File: src/rtl/discrete_pkg.sv
/*
 * Shared constants and the sample bus type of the discrete tone board.
 * Modules pull these in with a wildcard import of discrete_pkg.
 * Oscillator wave lengths are derived here from the R and C values.
 */
package discrete_pkg;

    ////////////////////////////////////////
    // clocking
    ////////////////////////////////////////
    localparam int clock_rate   = 50_000_000;               // system clock, Hz
    localparam int sample_rate  = 48_000;                   // audio rate, Hz
    localparam int sample_div   = clock_rate / sample_rate; // 1041 clocks per sample
    localparam int sample_div_w = $clog2(sample_div);       // divider counter width

    ////////////////////////////////////////
    // RC invertor ring components
    ////////////////////////////////////////
    localparam longint osc_a_r_ohm = 4300;   // R1 of voice A
    localparam longint osc_b_r_ohm = 2200;   // R1 of voice B
    localparam longint osc_c_uf_16 = 655;    // 0.01 uF << 16, shared cap value

    localparam longint k_ohm_scale_24 = 16777; // 1/1000 << 24
    localparam longint half_ratio_16  = 14895; // 1/2.2/2 << 16

    // f = 1 / (2.2 R C) / 2, kept in 16 bit fixed point throughout
    // R in kohm times C in uF gives RC in ms, hence the factor 1000 below
    function automatic int calc_wave_len(longint r_ohm);
        longint r_k_ohm_16;
        longint rc_ms_16;
        longint freq_hz_16;
        r_k_ohm_16 = (r_ohm * k_ohm_scale_24) >>> 8;          // R in kohm << 16
        rc_ms_16   = (r_k_ohm_16 * osc_c_uf_16) >>> 16;       // RC in ms << 16
        freq_hz_16 = ((half_ratio_16 * 1000) <<< 16) / rc_ms_16; // Hz << 16
        return int'((longint'(clock_rate) <<< 16) / freq_hz_16);
    endfunction

    localparam int osc_a_wave_len = calc_wave_len(osc_a_r_ohm); // about 9450 clocks
    localparam int osc_b_wave_len = calc_wave_len(osc_b_r_ohm); // about 4830 clocks

    ////////////////////////////////////////
    // levels and filter
    ////////////////////////////////////////
    localparam logic signed [15:0] osc_high_level = 16'sd16384; // square wave high level
    localparam int filter_shift = 3;                            // low-pass coefficient 1/8

    // sample bus between all stages, strobe rides along with the data
    typedef struct packed {
        logic               strobe; // one cycle, data valid
        logic signed [15:0] data;   // signed audio sample
    } audio_sample_t;

endpackage

File: src/rtl/sample_rate_divider.sv
/*
 * Divides the system clock down to the audio rate.
 * Emits a single-cycle strobe once every sample_div clocks.
 */
`timescale 1ns/1ps

module sample_rate_divider
    import discrete_pkg::*;
(
    input  logic clk,
    input  logic rst_n,
    output logic sample_strobe
);

    logic [sample_div_w-1:0] div_count; // position inside one sample period

    always_ff @(posedge clk) begin
        if (!rst_n) begin
            div_count     <= '0;
            sample_strobe <= 1'b0;
        end else if (div_count == sample_div_w'(sample_div - 1)) begin
            div_count     <= '0;    // wrap, one sample period done
            sample_strobe <= 1'b1;
        end else begin
            div_count     <= div_count + 1'b1;
            sample_strobe <= 1'b0;
        end
    end

    // sample_div is far above 1, so the strobe must always drop again
    a_strobe_single_cycle: assert property (
        @(posedge clk) disable iff (!rst_n)
        sample_strobe |=> !sample_strobe
    );

endmodule

File: src/rtl/invertor_square_osc.sv
/*
 * Square-wave model of an RC ring of two invertors.
 * A free-running counter spans one wave of wave_len clocks; the level
 * is high in the first half and is sampled onto each sample strobe.
 */
`timescale 1ns/1ps

module invertor_square_osc
    import discrete_pkg::*;
#(
    parameter int wave_len = 9452   // full wave in clock cycles
) (
    input  logic          clk,
    input  logic          rst_n,
    input  logic          enable,
    input  logic          sample_strobe,
    output audio_sample_t voice
);

    localparam int count_w = $clog2(wave_len);

    logic [count_w-1:0] wave_count; // phase inside the wave
    logic               level_high;  // first half of the wave

    ////////////////////////////////////////
    // wave counter
    ////////////////////////////////////////
    always_ff @(posedge clk) begin
        if (!rst_n || !enable) begin
            wave_count <= '0;  // disabled voice sits at phase 0
        end else if (wave_count == count_w'(wave_len - 1)) begin
            wave_count <= '0;  // period is exactly wave_len
        end else begin
            wave_count <= wave_count + 1'b1;
        end
    end

    assign level_high = enable && (wave_count < count_w'(wave_len / 2));

    ////////////////////////////////////////
    // sampled output
    ////////////////////////////////////////
    always_ff @(posedge clk) begin
        if (!rst_n) begin
            voice <= '0;
        end else begin
            voice.strobe <= sample_strobe; // strobe moves on one stage
            if (sample_strobe) begin
                voice.data <= level_high ? osc_high_level : 16'sd0;
            end
        end
    end

    a_count_in_range: assert property (
        @(posedge clk) disable iff (!rst_n)
        int'(wave_count) < wave_len
    );

endmodule

File: src/rtl/rc_lowpass_filter.sv
/*
 * First-order low-pass standing in for the RC stage after voice A.
 * On each strobe the state moves toward the input by (x - y) >>> filter_shift.
 */
`timescale 1ns/1ps

module rc_lowpass_filter
    import discrete_pkg::*;
(
    input  logic          clk,
    input  logic          rst_n,
    input  audio_sample_t voice_in,
    output audio_sample_t voice_out
);

    logic signed [15:0] state;    // filter output y
    logic               strobe_q; // strobe delayed by one stage
    logic signed [16:0] diff;     // x - y, one guard bit
    logic signed [16:0] step;     // shifted difference
    logic signed [16:0] y_next;

    // arithmetic shift floors, so a falling edge settles at exactly 0
    assign diff   = {voice_in.data[15], voice_in.data} - {state[15], state};
    assign step   = diff >>> filter_shift;
    assign y_next = {state[15], state} + step;

    always_ff @(posedge clk) begin
        if (!rst_n) begin
            state    <= '0;
            strobe_q <= 1'b0;
        end else begin
            strobe_q <= voice_in.strobe;
            if (voice_in.strobe) begin
                state <= y_next[15:0]; // stays within the input range
            end
        end
    end

    assign voice_out.strobe = strobe_q;
    assign voice_out.data   = state;

    // the input only ever swings between 0 and the oscillator high level
    a_output_in_range: assert property (
        @(posedge clk) disable iff (!rst_n)
        (state >= 0) && (state <= osc_high_level)
    );

endmodule

File: src/rtl/voice_mixer.sv
/*
 * Adds filtered voice A and raw voice B with signed 16 bit saturation.
 * Voice B is held one register so both voices line up on voice A's strobe.
 */
`timescale 1ns/1ps

module voice_mixer
    import discrete_pkg::*;
(
    input  logic          clk,
    input  logic          rst_n,
    input  audio_sample_t voice_a,
    input  audio_sample_t voice_b,
    output audio_sample_t mix
);

    logic signed [15:0] b_data_q; // voice B, one stage late
    logic signed [16:0] sum;      // full width sum
    logic signed [15:0] sum_sat;

    ////////////////////////////////////////
    // alignment and sum
    ////////////////////////////////////////
    always_ff @(posedge clk) begin
        if (!rst_n) begin
            b_data_q <= '0;
        end else if (voice_b.strobe) begin
            b_data_q <= voice_b.data;
        end
    end

    assign sum = {voice_a.data[15], voice_a.data} + {b_data_q[15], b_data_q};

    // top two bits differ only on overflow, sign bit picks the rail
    always_comb begin
        if (sum[16] != sum[15]) begin
            sum_sat = sum[16] ? 16'sh8000 : 16'sh7fff;
        end else begin
            sum_sat = sum[15:0];
        end
    end

    always_ff @(posedge clk) begin
        if (!rst_n) begin
            mix <= '0;
        end else begin
            mix.strobe <= voice_a.strobe;
            if (voice_a.strobe) begin
                mix.data <= sum_sat;
            end
        end
    end

    // voice A has one more stage upstream than voice B
    a_voices_aligned: assert property (
        @(posedge clk) disable iff (!rst_n)
        voice_a.strobe |-> $past(voice_b.strobe)
    );

endmodule

File: src/rtl/discrete_tone_board.sv
/*
 * Top of the discrete tone board.
 * Divider, two invertor oscillators, low-pass on voice A and the mixer.
 * audio.strobe follows sample_strobe by three clocks.
 */
`timescale 1ns/1ps

module discrete_tone_board
    import discrete_pkg::*;
(
    input  logic          clk,
    input  logic          rst_n,
    input  logic [1:0]    voice_enable, // bit 0 voice A, bit 1 voice B
    output logic          sample_strobe,
    output audio_sample_t audio
);

    audio_sample_t voice_a_raw;  // oscillator A, one clock after strobe
    audio_sample_t voice_b_raw;  // oscillator B, one clock after strobe
    audio_sample_t voice_a_filt; // filtered A, two clocks after strobe

    ////////////////////////////////////////
    // sample clock
    ////////////////////////////////////////
    sample_rate_divider i_sample_rate_divider (
        .clk           (clk),
        .rst_n         (rst_n),
        .sample_strobe (sample_strobe)
    );

    ////////////////////////////////////////
    // voices
    ////////////////////////////////////////
    invertor_square_osc #(.wave_len(osc_a_wave_len)) i_osc_a (
        .clk           (clk),
        .rst_n         (rst_n),
        .enable        (voice_enable[0]),
        .sample_strobe (sample_strobe),
        .voice         (voice_a_raw)
    );

    invertor_square_osc #(.wave_len(osc_b_wave_len)) i_osc_b (
        .clk           (clk),
        .rst_n         (rst_n),
        .enable        (voice_enable[1]),
        .sample_strobe (sample_strobe),
        .voice         (voice_b_raw)
    );

    rc_lowpass_filter i_rc_lowpass_filter (
        .clk       (clk),
        .rst_n     (rst_n),
        .voice_in  (voice_a_raw),
        .voice_out (voice_a_filt)
    );

    voice_mixer i_voice_mixer (
        .clk     (clk),
        .rst_n   (rst_n),
        .voice_a (voice_a_filt),
        .voice_b (voice_b_raw), // delayed inside the mixer
        .mix     (audio)
    );

endmodule

File: config.mk
export PLATFORM = sky130hd
export DESIGN_NAME = discrete_tone_board
export DESIGN_NICKNAME = d
export VERILOG_FILES = /design/src/rtl/discrete_pkg.sv /design/src/rtl/sample_rate_divider.sv /design/src/rtl/invertor_square_osc.sv /design/src/rtl/rc_lowpass_filter.sv /design/src/rtl/voice_mixer.sv /design/src/rtl/discrete_tone_board.sv
export SDC_FILE = /design/constraint.sdc
export NUM_CORES = 1
export LEC_CHECK = 0
export BUFFER_PORTS_ARGS = -buffer_cell sky130_fd_sc_hd__buf_2
export CAP_MARGIN = 20
export CORE_MARGIN = 8
export CORE_UTILIZATION = 50
export CTS_CLUSTER_SIZE = 10
export DETAILED_ROUTE_END_ITERATION = 16
export PLACE_DENSITY = 0.65
export SLEW_MARGIN = 10
export SYNTH_ARGS = -nofsm -noshare
export SYNTH_HDL_FRONTEND = slang
export SYNTH_SLANG_ARGS = --single-unit
File: constraint.sdc
create_clock -name clk -period 4.6 [get_ports clk]
set_input_delay 0.92 -clock clk [delete_from_list [all_inputs] [get_ports clk]]
set_output_delay 0.92 -clock clk [all_outputs]
set_load 0.005 [all_outputs]
==> run summary, run 1 <==
The standby leakage power is 1.765 nW. In this run, distinct cell masters in the synthesized netlist total 58. The H-tree depth came out at 3. The beginning of the worst hold path is i_osc_a.wave_count[0]$_SDFF_PP0_.

The count of boundary I/O pins is 22. Dividing the final minimum period by the clock period gives 0.6710. The number of failing hold endpoints at the final stage came out at 0.

The largest clock skew in the final design came out at 0.01086 ns. The share of total power in combinational logic came out at 0.026. After clock tree synthesis, the clock-pin slew on the worst setup and hold paths is 0.09 ns. The final antenna diode count came out at 0. The overall track demand over capacity in global routing came out at 0.1609. The number of cells in the design after placement is 567.

The pin count of the biggest net entering global routing is 40. In this run, post-CTS hold repair placed 0 buffers. The TritonCTS buffer count came out at 9. The placer congestion estimate came out at 0.8675.

After the last flow step, the layout net total stands at 500. In this run the deepest clock path goes through 2 buffers. The first-pass GRT wire length is 15120 um. The total area of multi-input combinational cells is 2392 um^2. The root buffer cell is sky130_fd_sc_hd__clkbuf_8. The count of cells in the finished layout, fillers not included, comes to 584.

The data arrival time of the worst path is 3.31 ns. The floorplan step defined a die boundary enclosing 11270 um^2. The critical path in this run is classified as flop to flop. The reported net switching power came out at 0.2997 mW. Along the worst path, the maximum fanout reaches 8. The internal power consumption is 0.8826 mW.

The detailed router finished its first iteration with 99 violations. The portion of the post-synthesis area used by sequential elements is 0.3791. The initial antenna violation count is 0. The total negative slack for setup checks is 0 ns. The flow ran to the end, and the final reports show no timing, DRC or antenna violations. Registers take 1541 um^2. The critical path goes through nor2_1 > nand2_1 > nor4_4 > nand2_1 > nor3_1 > xnor2_1 > ha_1 > a21o_1 > o21ba_2 > nor2_1 > a211oi_2 > a211oi_1 > o31a_1. The shortest period the worst path allows is 3.087 ns. Clock latency on the worst-skew pair, taken at its later pin, is 0.34 ns. After layout, the design draws a total of 1.182 mW. The number of buffer cells added on primary ports is 21. In the synthesized netlist the async set-or-reset flop fraction comes to 0. In this run the cell area of the synthesized design comes to 4066 um^2.

The post-cts resize count came out at 0. The critical path required time is 4.83 ns. The number of nets produced by synthesis is 483. The path with the worst hold slack has its endpoint at i_osc_a.wave_count[0]$_SDFF_PP0_. The clock share of power is 0.401. Dividing total power by cell area gives a power density of 266.9 nW/um^2.

The HPWL after detailed placement came out at 6122 um. In this design, the stage delay of the slowest critical-path cell is 0.40 ns. In the synthesized netlist the dominant register cell turns out to be sky130_fd_sc_hd__dfxtp_1. The die extent in y came out at 106.2 um. The average cell area after synthesis is 8.898 um^2. The max capacitance violation total is 0. The buffers inserted during post-CTS setup optimization is 0. The number of nets with antenna violations after detailed routing is 0. Along the worst hold path, the cell count comes to 1. After layout, the worst setup slack is 1.513 ns. The detail-routed net length per standard cell is 14.99 um.

The final route contains 3310 vias. Synthesis inferred 77 register bits. The number of instances in the synthesized netlist is 457.

STA classifies the critical path endpoint as a flop. The share of total power dissipated in sequential elements is 0.573. The count of TritonRoute iterations in the first routing pass came out at 4.

Among all stages on the critical path, the largest delay is contributed by sky130_fd_sc_hd__dfxtp_1. The endpoint identified for the worst register-to-register timing path is i_rc_lowpass_filter.state[15]$_SDFFE_PN0P_. The relative slew slack came out at 0.4577. The transition time of the tightest slew-check pin is 0.8123 ns.

The number of synthesized flops with an enable pin came out at 0. The post-detailed-route via-to-cell ratio is 5.668. The fmax came out at 324.0 MHz. The number of setup violations in the final report is 0. The worst setup path is launched from a flop. The path class of the lowest-slack min-delay path is flop to flop. The number of clock sinks came out at 77. For flop-to-flop paths, the worst setup slack is 1.51 ns.

The maximum vdd drop came out at 0.0001540 V. The cell row count came out at 33. The sum of routed wire length over all layers came out at 8752 um. The DRC violations left is 0. The x dimension of the die came out at 106.2 um.

TritonCTS built the clock tree. The core region is 8051 um^2. Counting the fill cells in the layout gives 758. In this run the critical register-to-register path is launched from i_rc_lowpass_filter.state[3]$_SDFFE_PN0P_.

The max-slew violation count is 0. Before CTS, the worst setup slack after placement is 1.547 ns. The post-synthesis to final-layout area growth is 8.923%.

Of the total power, the share spent switching nets is 0.2535. For this configuration, the core starts out at a cell density of 0.5051. The cell count of the worst reg-to-reg path is 13. The final global-route overflow total is 0.

The number of global-route vias before repair came out at 3188. For this run, the number of Yosys warnings is 0. Setup repair after global routing left no endpoint under its margin.

In the final layout, the share of cells above drive strength 1 is 0.1503.
==> sequential cells by signal, summed over array words and instances (netlist names) <==
register and cells:
i_voice_mixer.mix 17, i_rc_lowpass_filter.strobe_q 1, i_voice_mixer.b_data_q 1, i_osc_b.wave_count 13
i_osc_b.voice 2, i_osc_a.voice 1, i_rc_lowpass_filter.state 16, i_sample_rate_divider.sample_strobe 1
i_osc_a.wave_count 14, i_sample_rate_divider.div_count 11
==> critical path, delay by kind of cell (launching register included) <==
| kind | cells | cell delay [ns] |
|---|---|---|
| compound gates | 5 | 1.11 |
| xor+xnor | 1 | 0.10 |
| simple gates | 6 | 0.98 |
| flops | 1 | 0.40 |
| fa+ha+maj | 1 | 0.38 |
==> power groups by stage <==
stage | Sequential (mW) | Clock [mW] | Combinational, mW
global route | 0.678 | 0.518 | 0.0364
CTS | 0.677 | 0.487 | 0.0314
finish | 0.677 | 0.474 | 0.0313
global placement | 0.693 | 0 | 0.0305
floorplan | 0.691 | 0 | 0.0225
detailed placement | 0.693 | 0 | 0.0310
==> routing by layer <==
layer / global-route usage / part of all wire / routed length (um)
met1: 0.2002 / 0.48 / 4225
met2: 0.2663 / 0.47 / 4074
met3: 0.03993 / 0.042 / 371
met4: 0.05226 / 0.0091 / 80
met5: 0 / 0 / 0
==> cell usage after synthesis, drive strengths merged, types with 6 or more instances <==
cell type   n  area share
a21o        8       0.015
a21oi      21       0.027
a31oi       6      0.0092
and3       13       0.020
buf         6      0.0077
clkbuf     12       0.011
dfxtp      77        0.38
ha         22       0.068
inv        15       0.014
nand2      25       0.023
nand2b      6       0.011
nand3      26       0.032
nand4      11       0.017
nor2       53       0.049
nor2b       7       0.014
nor3       12       0.019
nor4        7       0.014
o21a        7       0.013
o21ai      15       0.018
o221a      15       0.042
or3         9       0.014
xnor2      16       0.034
xor2       25       0.054
==> cells in the final DEF, fill, tap and decap left out, types with 7 or more instances in the layout <==
| cell type | n |
|---|---|
| sky130_fd_sc_hd__inv_1 | 15 |
| sky130_fd_sc_hd__nand3_1 | 26 |
| sky130_fd_sc_hd__o21ai_0 | 10 |
| sky130_fd_sc_hd__a21oi_1 | 20 |
| sky130_fd_sc_hd__o221a_2 | 15 |
| sky130_fd_sc_hd__dfxtp_1 | 77 |
| sky130_fd_sc_hd__ha_1 | 22 |
| sky130_fd_sc_hd__nand4_1 | 11 |
| sky130_fd_sc_hd__o21a_1 | 7 |
| sky130_fd_sc_hd__xnor2_1 | 16 |
| sky130_fd_sc_hd__nor3_1 | 10 |
| sky130_fd_sc_hd__and3_1 | 13 |
| sky130_fd_sc_hd__buf_2 | 21 |
| sky130_fd_sc_hd__or3_1 | 8 |
| sky130_fd_sc_hd__a21o_1 | 7 |
| sky130_fd_sc_hd__nor2_1 | 53 |
| sky130_fd_sc_hd__nand2_1 | 25 |
| sky130_fd_sc_hd__clkbuf_8 | 9 |
| sky130_fd_sc_hd__xor2_1 | 25 |
==> cell families (layout without fill, tap and decap cells) <==
logic type | count (synthesis) | count (layout) | share of synthesized area
adders and majority gates | 22 | 22 | 0.06769
AOI/OAI and AO/OA | 101 | 101 | 0.1883
DFF | 77 | 77 | 0.3791
buffers and inverters | 33 | 55 | 0.03261
muxes | 5 | 5 | 0.01262
and+or+nand+nor | 178 | 178 | 0.2314
xor gates and xnor gates | 41 | 41 | 0.08831
==> stage by stage <==
stage	utilization	hold slack (ns)	instance area, um^2
finish	0.5501	0.4451	4429
global placement	0.5268	0.4312	4242
CTS	0.5492	0.4510	4422
global route	0.5501	0.4769	4429
floorplan	-	0.4175	4066
detailed placement	0.5268	0.4376	4242
==> area by class of cell <==
class,count,share of cell area
multi-input combinational,347,0.5401
sequential,77,0.3480
tap,105,0.02966
timing repair buffer,24,0.02881
clock buffer,9,0.02797
clock inverter,7,0.01271
inverter,15,0.01271
==> worst max path at each step <==
stage / startpoint / endpoint / depth (start not counted)
2_1_floorplan: i_rc_lowpass_filter.state[3]$_SDFFE_PN0P_ / i_rc_lowpass_filter.state[15]$_SDFFE_PN0P_ / 14
3_3_place_gp: i_rc_lowpass_filter.state[14]$_SDFFE_PN0P_ / i_rc_lowpass_filter.state[15]$_SDFFE_PN0P_ / 11
3_5_place_dp: i_rc_lowpass_filter.state[3]$_SDFFE_PN0P_ / i_rc_lowpass_filter.state[15]$_SDFFE_PN0P_ / 13
4_1_cts: i_rc_lowpass_filter.state[3]$_SDFFE_PN0P_ / i_rc_lowpass_filter.state[15]$_SDFFE_PN0P_ / 13
5_1_grt: i_rc_lowpass_filter.state[3]$_SDFFE_PN0P_ / i_rc_lowpass_filter.state[12]$_SDFFE_PN0P_ / 13
6_report: i_rc_lowpass_filter.state[3]$_SDFFE_PN0P_ / i_rc_lowpass_filter.state[15]$_SDFFE_PN0P_ / 13
Power figures use the tool's default switching activity.
==> run 2: changes to the inputs <==
--- a/config.mk
+++ b/config.mk
@@ -5,13 +5,14 @@
 export SDC_FILE = /design/constraint.sdc
 export NUM_CORES = 1
 export LEC_CHECK = 0
+export ABC_AREA = 1
 export BUFFER_PORTS_ARGS = -buffer_cell sky130_fd_sc_hd__buf_2
 export CAP_MARGIN = 20
 export CORE_MARGIN = 8
 export CORE_UTILIZATION = 50
 export CTS_CLUSTER_SIZE = 10
 export DETAILED_ROUTE_END_ITERATION = 16
-export PLACE_DENSITY = 0.65
+export PLACE_DENSITY = 0.68
 export SLEW_MARGIN = 10
 export SYNTH_ARGS = -nofsm -noshare
 export SYNTH_HDL_FRONTEND = slang
==> constraint.sdc (replaced) <==
create_clock -name clk -period 2.8 [get_ports clk]
set_input_delay 0.56 -clock clk [delete_from_list [all_inputs] [get_ports clk]]
set_output_delay 0.56 -clock clk [all_outputs]
set_load 0.005 [all_outputs]
==> run 2 against run 1 <==
Net effect: combinational power is 29% higher; synthesized cell count is 28% higher; critical path depth is 6 higher; synthesized area is 5.2% higher; fmax is 17% higher; non-clock buffer count is 5 higher; sequential share of layout area is 2.3 points lower; sequential cell count stayed put; sequential power is 64% higher; power is 72% higher; die area is 4.4% higher; cell area is 7.2% higher; critical path type unchanged; largest cell class unchanged; highest routed layer unchanged.
==> run summary, run 2 <==
The portion of the post-synthesis area used by sequential elements came out at 0.3602 (-0.01884). The final core area utilization is 0.5750 (+0.02488). The max-slew violation count is 0 (unchanged). The x dimension of the die came out at 108.5 um (+2.2%). The biggest area contributor in the post-synthesis netlist is sky130_fd_sc_hd__dfxtp_1. The run finished with clean final reports.

The post-cts resize count is 0 (unchanged). The largest clock skew in the final design is 0.005977 ns (-0.004887 ns). STA classifies the critical path endpoint as a flop.

The signal on the critical path passes through inv_1 > nand4_4 > nor2_2 > nand2_1 > nor2_2 > nand2_1 > nand2_1 > inv_1 > ha_1 > a21oi_2 > nor2_1 > nor2_4 > o21ai_1 > a21oi_1 > nand2_1 > nand2_1 > nand3_1 > nand2_1 > inv_1. The detail-routed net length per standard cell came out at 13.09 um (-13%). The commonest non-fill, non-tap cell in the layout is sky130_fd_sc_hd__inv_1.

The portion of synthesized cell area occupied by the leading cell type was 0.3602 (-0.01884). The first-pass GRT wire length came out at 15880 um (+5.0%). The H-tree depth is 3 (unchanged). The worst hold-check slack is 0.4625 ns (+0.01730 ns).

The most common cell in the synthesized netlist is sky130_fd_sc_hd__inv_1. The max capacitance violation total is 0 (unchanged). The overall track demand over capacity in global routing came out at 0.1669 (+0.006060). The clock network latency to the later pin of the worst-skew pair is 0.36 ns (+0.02 ns). The HPWL after detailed placement is 7081 um (+16%).

The fraction of final layout cells sized beyond drive strength 1 came to 0.1426 (-0.007688). The sum of routed wire length over all layers came to 9452 um (+8.0%). More flip-flops sit in one register than any other, and that register is i_voice_mixer.mix. The delay of the slowest cell on the worst path came to 0.34 ns (-0.06 ns). The DRC violations left is 0 (unchanged).

The setup path with the least slack is of type flop to flop. The number of global-route vias before repair came out at 3509 (+10%). The flip-flop count of the largest register after layout was 17 (unchanged). The number of nets with antenna violations after detailed routing is 0 (unchanged). The number of register bits inferred by synthesis came out at 77 (unchanged). The number of filler instances in the final layout came out at 804 (+6.1%). The number of clock sinks was 77 (unchanged).

The count of TritonRoute iterations in the first routing pass is 5 (+1). By area the synthesized netlist is led by sky130_fd_sc_hd__dfxtp_1, sky130_fd_sc_hd__inv_1, sky130_fd_sc_hd__nand2_1. The fmax came to 380.5 MHz (+17%). The final antenna diode count is 0 (unchanged). The number of setup violations in the final report came out at 0 (unchanged). The transition time of the tightest slew-check pin is 0.8709 ns (+0.05864 ns). The cell row count is 33 (unchanged). The most numerous cell type found on the critical path is sky130_fd_sc_hd__nand2_1. The standby leakage power came to 2.151 nW (+22%). The total power consumption of the routed design is 2.028 mW (+72%). The die extent in y was 108.5 um (+2.2%). The distinct cell type count of the synthesized netlist is 47 (-19%). TritonCTS built the clock tree.

The number of failing hold endpoints at the final stage is 0 (unchanged). The total area of multi-input combinational cells is 2350 um^2 (-1.8%). The standard cell area after detailed placement came to 4508 um^2 (+6.3%). The relative slew slack is 0.4186 (-0.03915).

The maximum fanout along the worst path came to 4 (-4). Leaving out fill and tap cells, the most frequent cells in the layout are sky130_fd_sc_hd__inv_1, sky130_fd_sc_hd__nand2_1, sky130_fd_sc_hd__dfxtp_1. The data arrival time of the worst path is 2.89 ns (-0.42 ns).

The minimum setup slack after placement is 0.1313 ns (-1.416 ns). The fraction of synthesis flops using an asynchronous set or reset pin came out at 0 (unchanged). The count of boundary I/O pins was 22 (unchanged). The design area is 4748 um^2 (+7.2%). The number of hold-repair buffers added at the cts stage is 0 (unchanged). The power density over the cells was 427.0 nW/um^2 (+60%). The critical path required time came out at 3.06 ns (-1.77 ns). The number of instances in the synthesized netlist came out at 586 (+28%).

The type of element launching the critical path is a flop. The number of synthesized flops with an enable pin was 0 (unchanged). The area of the core region came out at 8258 um^2 (+2.6%). The total number of vias is 3860 (+17%). The maximum vdd drop came out at 0.0002512 V (+63%). The period utilization came out at 0.9387 (+0.2677). The tightest min-delay check is of the flop to flop type. The buffer depth of the longest clock path came out at 2 (unchanged). The root buffer cell is sky130_fd_sc_hd__clkbuf_8. The clock-pin slew reported for the worst setup and hold paths after clock tree synthesis was 0.08 ns (about the same). The count of warnings emitted by yosys is 0 (unchanged).

From synthesis to final layout, the design area changed by 10.96%. The overall die area is 11770 um^2 (+4.4%). The pin count of the biggest net entering global routing came to 30 (-25%). The final global-route overflow total came out at 0 (unchanged). In the synthesized netlist, the cells that appear most often are sky130_fd_sc_hd__inv_1, sky130_fd_sc_hd__nand2_1, sky130_fd_sc_hd__dfxtp_1. The most used flip-flop cell after synthesis is sky130_fd_sc_hd__dfxtp_1. The largest registers in the layout are i_voice_mixer.mix (17), i_rc_lowpass_filter.state (16), i_osc_a.wave_count (14). The worst setup margin is 0.1716 ns (-1.342 ns). The starting utilization of the core area was 0.5182 (+0.01313). The number of nets in the finished design is 638 (+28%). The buffers inserted during post-CTS setup optimization came out at 0 (unchanged). The total negative slack for setup checks is 0 ns (unchanged). The average cell area after synthesis came out at 7.302 um^2 (-18%). The number of buffer cells added on primary ports came to 21 (unchanged). The TritonCTS buffer count came out at 9 (unchanged). The number of nets produced by synthesis is 612 (+27%). The post-layout instance count excluding filler cells is 722 (+24%). The placer congestion estimate came to 0.9436 (+8.8%). The sequential cell area came out at 1541 um^2 (unchanged).

The count of routing violations after the opening detailed-route iteration came to 220 (+120%). The post-detailed-route via-to-cell ratio came out at 5.346 (-5.7%). Setup repair after global routing left no endpoint under its margin.

The area of the mapped netlist is 4279 um^2 (+5.2%). The initial antenna violation count was 0 (unchanged). The shortest period the worst path allows came to 2.628 ns (-0.4582 ns). The number of cells in the design after placement came out at 706 (+25%).

The largest individual stage delay along the critical path comes from the cell sky130_fd_sc_hd__ha_1.
[run 2: changes by cell type after synthesis, sizes merged, moves of 14 or more]
| cell | change |
|---|---|
| inv | +78 |
| nand2 | +69 |
| o21ai | +27 |
| a21oi | +19 |
| o221a | -15 |
| a31oi | +14 |
[run 2: layer usage]
layer	vias up	part of all wire	track usage
met5	-	0	0
met4	0	0.017	0.05767
met2	81	0.47	0.2703
met3	16	0.044	0.04997
met1	1771	0.47	0.2061
li1	1992	-	-
[run 2: final cells by class]
class	count	share of cell area
clock inverter	6	0.01476
tap	105	0.02767
sequential	77	0.3246
clock buffer	10	0.02899
timing repair buffer	29	0.03478
multi-input combinational	401	0.4949
inverter	94	0.07431
[run 2: logic make-up after synthesis]
| kind of cell | share of synthesized area |
|---|---|
| compound gates | 0.1652 |
| fa+ha+maj | 0.06433 |
| xor+xnor | 0.03889 |
| flops | 0.3602 |
| buf+inv | 0.09824 |
| simple gates | 0.2731 |
[run 2: report_power, final]
group          switching [mW]  internal, mW  leakage [nW]
clock network           0.439         0.442         0.107
registers             0.00550          1.10         0.621
logic                  0.0281        0.0124          1.42
[run 2: critical path: cells and delay by family (launching register included)]
kind / cells / cell delay (ns)
simple gates: 12 / 1.14
compound gates: 3 / 0.49
fa+ha+maj: 1 / 0.34
flops: 1 / 0.33
buf+inv: 3 / 0.25
[run 2: final timing paths]
kind                                                                     from                                             to  slack (ns)  cells after the start
worst min-delay path            i_sample_rate_divider.div_count[0]$_SDFF_PP0_  i_sample_rate_divider.div_count[0]$_SDFF_PP0_        0.46                      1
worst max register to register      i_rc_lowpass_filter.state[7]$_SDFFE_PN0P_     i_rc_lowpass_filter.state[14]$_SDFFE_PN0P_        0.17                     19
worst min register to register  i_sample_rate_divider.div_count[0]$_SDFF_PP0_  i_sample_rate_divider.div_count[0]$_SDFF_PP0_        0.46                      1
worst max-delay path                i_rc_lowpass_filter.state[7]$_SDFFE_PN0P_     i_rc_lowpass_filter.state[14]$_SDFFE_PN0P_        0.17                     19
==> run 3: changes to the inputs <==
--- a/config.mk
+++ b/config.mk
@@ -12,7 +12,7 @@
 export CORE_UTILIZATION = 50
 export CTS_CLUSTER_SIZE = 10
 export DETAILED_ROUTE_END_ITERATION = 16
-export PLACE_DENSITY = 0.68
+export PLACE_DENSITY = 0.65
 export SLEW_MARGIN = 10
 export SYNTH_ARGS = -nofsm -noshare
 export SYNTH_HDL_FRONTEND = slang
==> constraint.sdc (replaced) <==
create_clock -name clk -period 3.15 [get_ports clk]
set_input_delay 0.63 -clock clk [delete_from_list [all_inputs] [get_ports clk]]
set_output_delay 0.63 -clock clk [all_outputs]
set_load 0.005 [all_outputs]
==> run 3 against run 2 <==
Net effect: global-route usage decreased by 0.062 points; non-clock buffer count decreased by 6; worst hold slack got worse by 0.0081 ns.
==> run summary, run 3 (synthesis results as in run 2) <==
The H-tree depth is 3 (unchanged). The count of boundary I/O pins was 22 (unchanged). The cell count of the worst reg-to-reg path is 19 (unchanged).

The post-layout instance count excluding filler cells was 716 (-0.83%). The reported net switching power is 0.4214 mW (-11%). The sequential share of power came out at 0.522 (-0.023). The die extent in y came out at 108.5 um (unchanged).

The total number of vias is 3788 (-1.9%). The total negative slack for setup checks is 0 ns (unchanged). The relative slew slack came out at 0.3830 (-0.03556). The clock-pin slew reported for the worst setup and hold paths after clock tree synthesis is 0.09 ns (about the same). The maximum vdd drop came out at 0.0002193 V (-13%). The starting utilization of the core area is 0.5182 (unchanged). The worst hold-check slack came out at 0.4544 ns (-0.008053 ns). The TritonCTS buffer count came out at 9 (unchanged). The x dimension of the die came out at 108.5 um (unchanged). The final core area utilization is 0.5694 (-0.005606). The tree is rooted in a sky130_fd_sc_hd__clkbuf_8. The DRC violations left is 0 (unchanged). The count of routing violations after the opening detailed-route iteration was 177 (-20%). The buffer depth of the longest clock path came to 2 (unchanged). The overall track demand over capacity in global routing came out at 0.1663 (-0.0006194).

STA classifies the critical path endpoint as a flop. The power density over the cells is 400.6 nW/um^2 (-6.2%). The final antenna diode count is 0 (unchanged).

The maximum fanout along the worst path is 5 (+1). The worst hold path terminates at i_osc_a.wave_count[0]$_SDFF_PP0_. In the layout the commonest cells are sky130_fd_sc_hd__inv_1, sky130_fd_sc_hd__nand2_1, sky130_fd_sc_hd__dfxtp_1.

The internal power consumption is 1.462 mW (-6.0%). The class of the most critical setup path is flop to flop. The first-pass GRT wire length is 15730 um (-0.95%). The post-detailed-route via-to-cell ratio is 5.291 (-1.0%). The number of global-route vias before repair was 3370 (-4.0%). STA classifies the critical path startpoint as a flop. The number of cells on the worst hold path came out at 1 (unchanged). The cell row count is 33 (unchanged). The critical path required time is 3.41 ns (+0.35 ns).

The switching share of power is 0.2237 (-0.009456). The share of total power in combinational logic came out at 0.019 (about the same). The number of setup violations in the final report came out at 0 (unchanged). The number of failing hold endpoints at the final stage is 0 (unchanged). The final global-route overflow total came out at 0 (unchanged).

In this run the most critical hold path is launched from i_osc_a.wave_count[0]$_SDFF_PP0_. The post-synthesis to final-layout area growth is 9.883%. The overall die area is 11770 um^2 (unchanged). The largest clock skew in the final design is 0.008619 ns (+0.002643 ns). The max-slew violation count was 0 (unchanged). The period utilization was 0.9170 (-0.02170). The clock network latency to the later pin of the worst-skew pair came out at 0.36 ns (about the same). In the final layout, the registers with the most flip-flops are i_voice_mixer.mix (17), i_rc_lowpass_filter.state (16), i_osc_a.wave_count (14).

The max capacitance violation total came to 0 (unchanged). The detail-routed net length per standard cell came out at 13.03 um (-0.46%). The library cell used most frequently in the layout, excluding fill and tap cells, is sky130_fd_sc_hd__inv_1.

Tracing the worst setup path back leads to its startpoint at i_rc_lowpass_filter.state[6]$_SDFFE_PN0P_. Counting flops per register, the top entry is i_voice_mixer.mix. The placer congestion estimate is 0.9021 (-4.4%). The sum of routed wire length over all layers is 9330 um (-1.3%). The area of the core region came to 8258 um^2 (unchanged). The number of nets in the finished design came out at 632 (-0.94%).

The clock share of power was 0.459 (+0.024). The transition time of the tightest slew-check pin came out at 0.9242 ns (+0.05327 ns). The data arrival time of the worst path is 3.15 ns (+0.26 ns). The initial antenna violation count is 0 (unchanged). The fraction of final layout cells sized beyond drive strength 1 is 0.1244 (-0.01824). The number of hold-repair buffers added at the cts stage came to 0 (unchanged). TritonCTS built the clock tree. The number of nets with antenna violations after detailed routing came out at 0 (unchanged).

The tightest min-delay check is of the flop to flop type. The fmax is 346.2 MHz (-9.0%). The number of buffer cells added on primary ports came out at 21 (unchanged). The count of TritonRoute iterations in the first routing pass is 4 (-1). The standby leakage power came out at 2.124 nW (-1.2%). The reg-to-reg critical path endpoint is i_rc_lowpass_filter.state[14]$_SDFFE_PN0P_.

The run finished with clean final reports. The flop-to-flop setup slack came out at 0.26 ns (+0.09 ns). The shortest period the worst path allows is 2.889 ns (+0.2602 ns). The pin count of the biggest net entering global routing is 34 (+13%). Setup repair after global routing left no endpoint under its margin.

The flip-flop count of the largest register after layout is 17 (unchanged). The number of clock sinks was 77 (unchanged). The startpoint identified for the worst register-to-register timing path is i_rc_lowpass_filter.state[6]$_SDFFE_PN0P_. The HPWL after detailed placement came out at 7029 um (-0.73%). The number of cells in the design after placement came to 700 (-0.85%).
## run 3: per-stage QoR
step | setup slack [ns] | instance area (um^2) | power (mW)
2_1_floorplan | 0.7697 | 4279 | 1.032
6_report | 0.2614 | 4702 | 1.884
5_1_grt | 0.02391 | 4702 | 1.953
4_1_cts | 0.2246 | 4695 | 1.907
3_5_place_dp | 0.2306 | 4463 | 1.044
3_3_place_gp | 0.2781 | 4463 | 1.041
## run 3: worst max-delay path, stage by stage, from the launching register on
cell	delay, ns
sky130_fd_sc_hd__dfxtp_1	0.32
sky130_fd_sc_hd__inv_1	0.16
sky130_fd_sc_hd__nand4_2	0.22
sky130_fd_sc_hd__nor2_4	0.20
sky130_fd_sc_hd__nand2_1	0.10
sky130_fd_sc_hd__nor2_2	0.11
sky130_fd_sc_hd__nand2_1	0.10
sky130_fd_sc_hd__nand2_1	0.08
sky130_fd_sc_hd__inv_1	0.04
sky130_fd_sc_hd__ha_1	0.35
sky130_fd_sc_hd__a21oi_2	0.31
sky130_fd_sc_hd__nor2_1	0.09
sky130_fd_sc_hd__nor2_2	0.17
sky130_fd_sc_hd__o21ai_1	0.09
sky130_fd_sc_hd__a21oi_1	0.16
sky130_fd_sc_hd__nand2_1	0.07
sky130_fd_sc_hd__nand2_1	0.06
sky130_fd_sc_hd__nand3_1	0.06
sky130_fd_sc_hd__nand2_1	0.06
sky130_fd_sc_hd__inv_1	0.03
## run 3: final cells by class
type | count | area, um^2
fillers | 812 | 3556
multi-input cells | 401 | 2325
flip-flops and latches | 77 | 1541
inverters | 94 | 352.8
clock buffers | 10 | 137.6
well taps | 105 | 131.4
repair buffers | 23 | 120.1
clock inverters | 6 | 93.84
## run 3: per-layer routing
layer / global-route usage / wire [um] / vias to the layer above
met5: 0 / 0 / -
met4: 0.07038 / 171 / 0
met3: 0.03272 / 411 / 16
met2: 0.2711 / 4252 / 62
met1: 0.2092 / 4494 / 1731
li1: - / - / 1979
## run 3: worst max-delay path by stage
stage	endpoint	slack, ns	cells after the start
after floorplan	i_rc_lowpass_filter.state[13]$_SDFFE_PN0P_	0.77	15
after global placement	i_rc_lowpass_filter.state[14]$_SDFFE_PN0P_	0.28	19
after detailed placement	i_rc_lowpass_filter.state[14]$_SDFFE_PN0P_	0.23	19
after CTS	i_rc_lowpass_filter.state[14]$_SDFFE_PN0P_	0.22	19
after global routing	i_rc_lowpass_filter.state[13]$_SDFFE_PN0P_	0.02	16
final	i_rc_lowpass_filter.state[14]$_SDFFE_PN0P_	0.26	19
## run 3: what timing repair did
item	4_1_cts	5_1_grt
buffers inserted	0	0
gates resized for setup	0	2
setup endpoints to repair	0	3
## run 3: power by group through the flow
stage	registers, mW	clock network, mW	logic, mW
CTS	0.983	0.887	0.0374
finish	0.983	0.864	0.0364
floorplan	1.01	0	0.0269
detailed placement	1.01	0	0.0375
global placement	1.01	0	0.0356
global route	0.984	0.926	0.0419
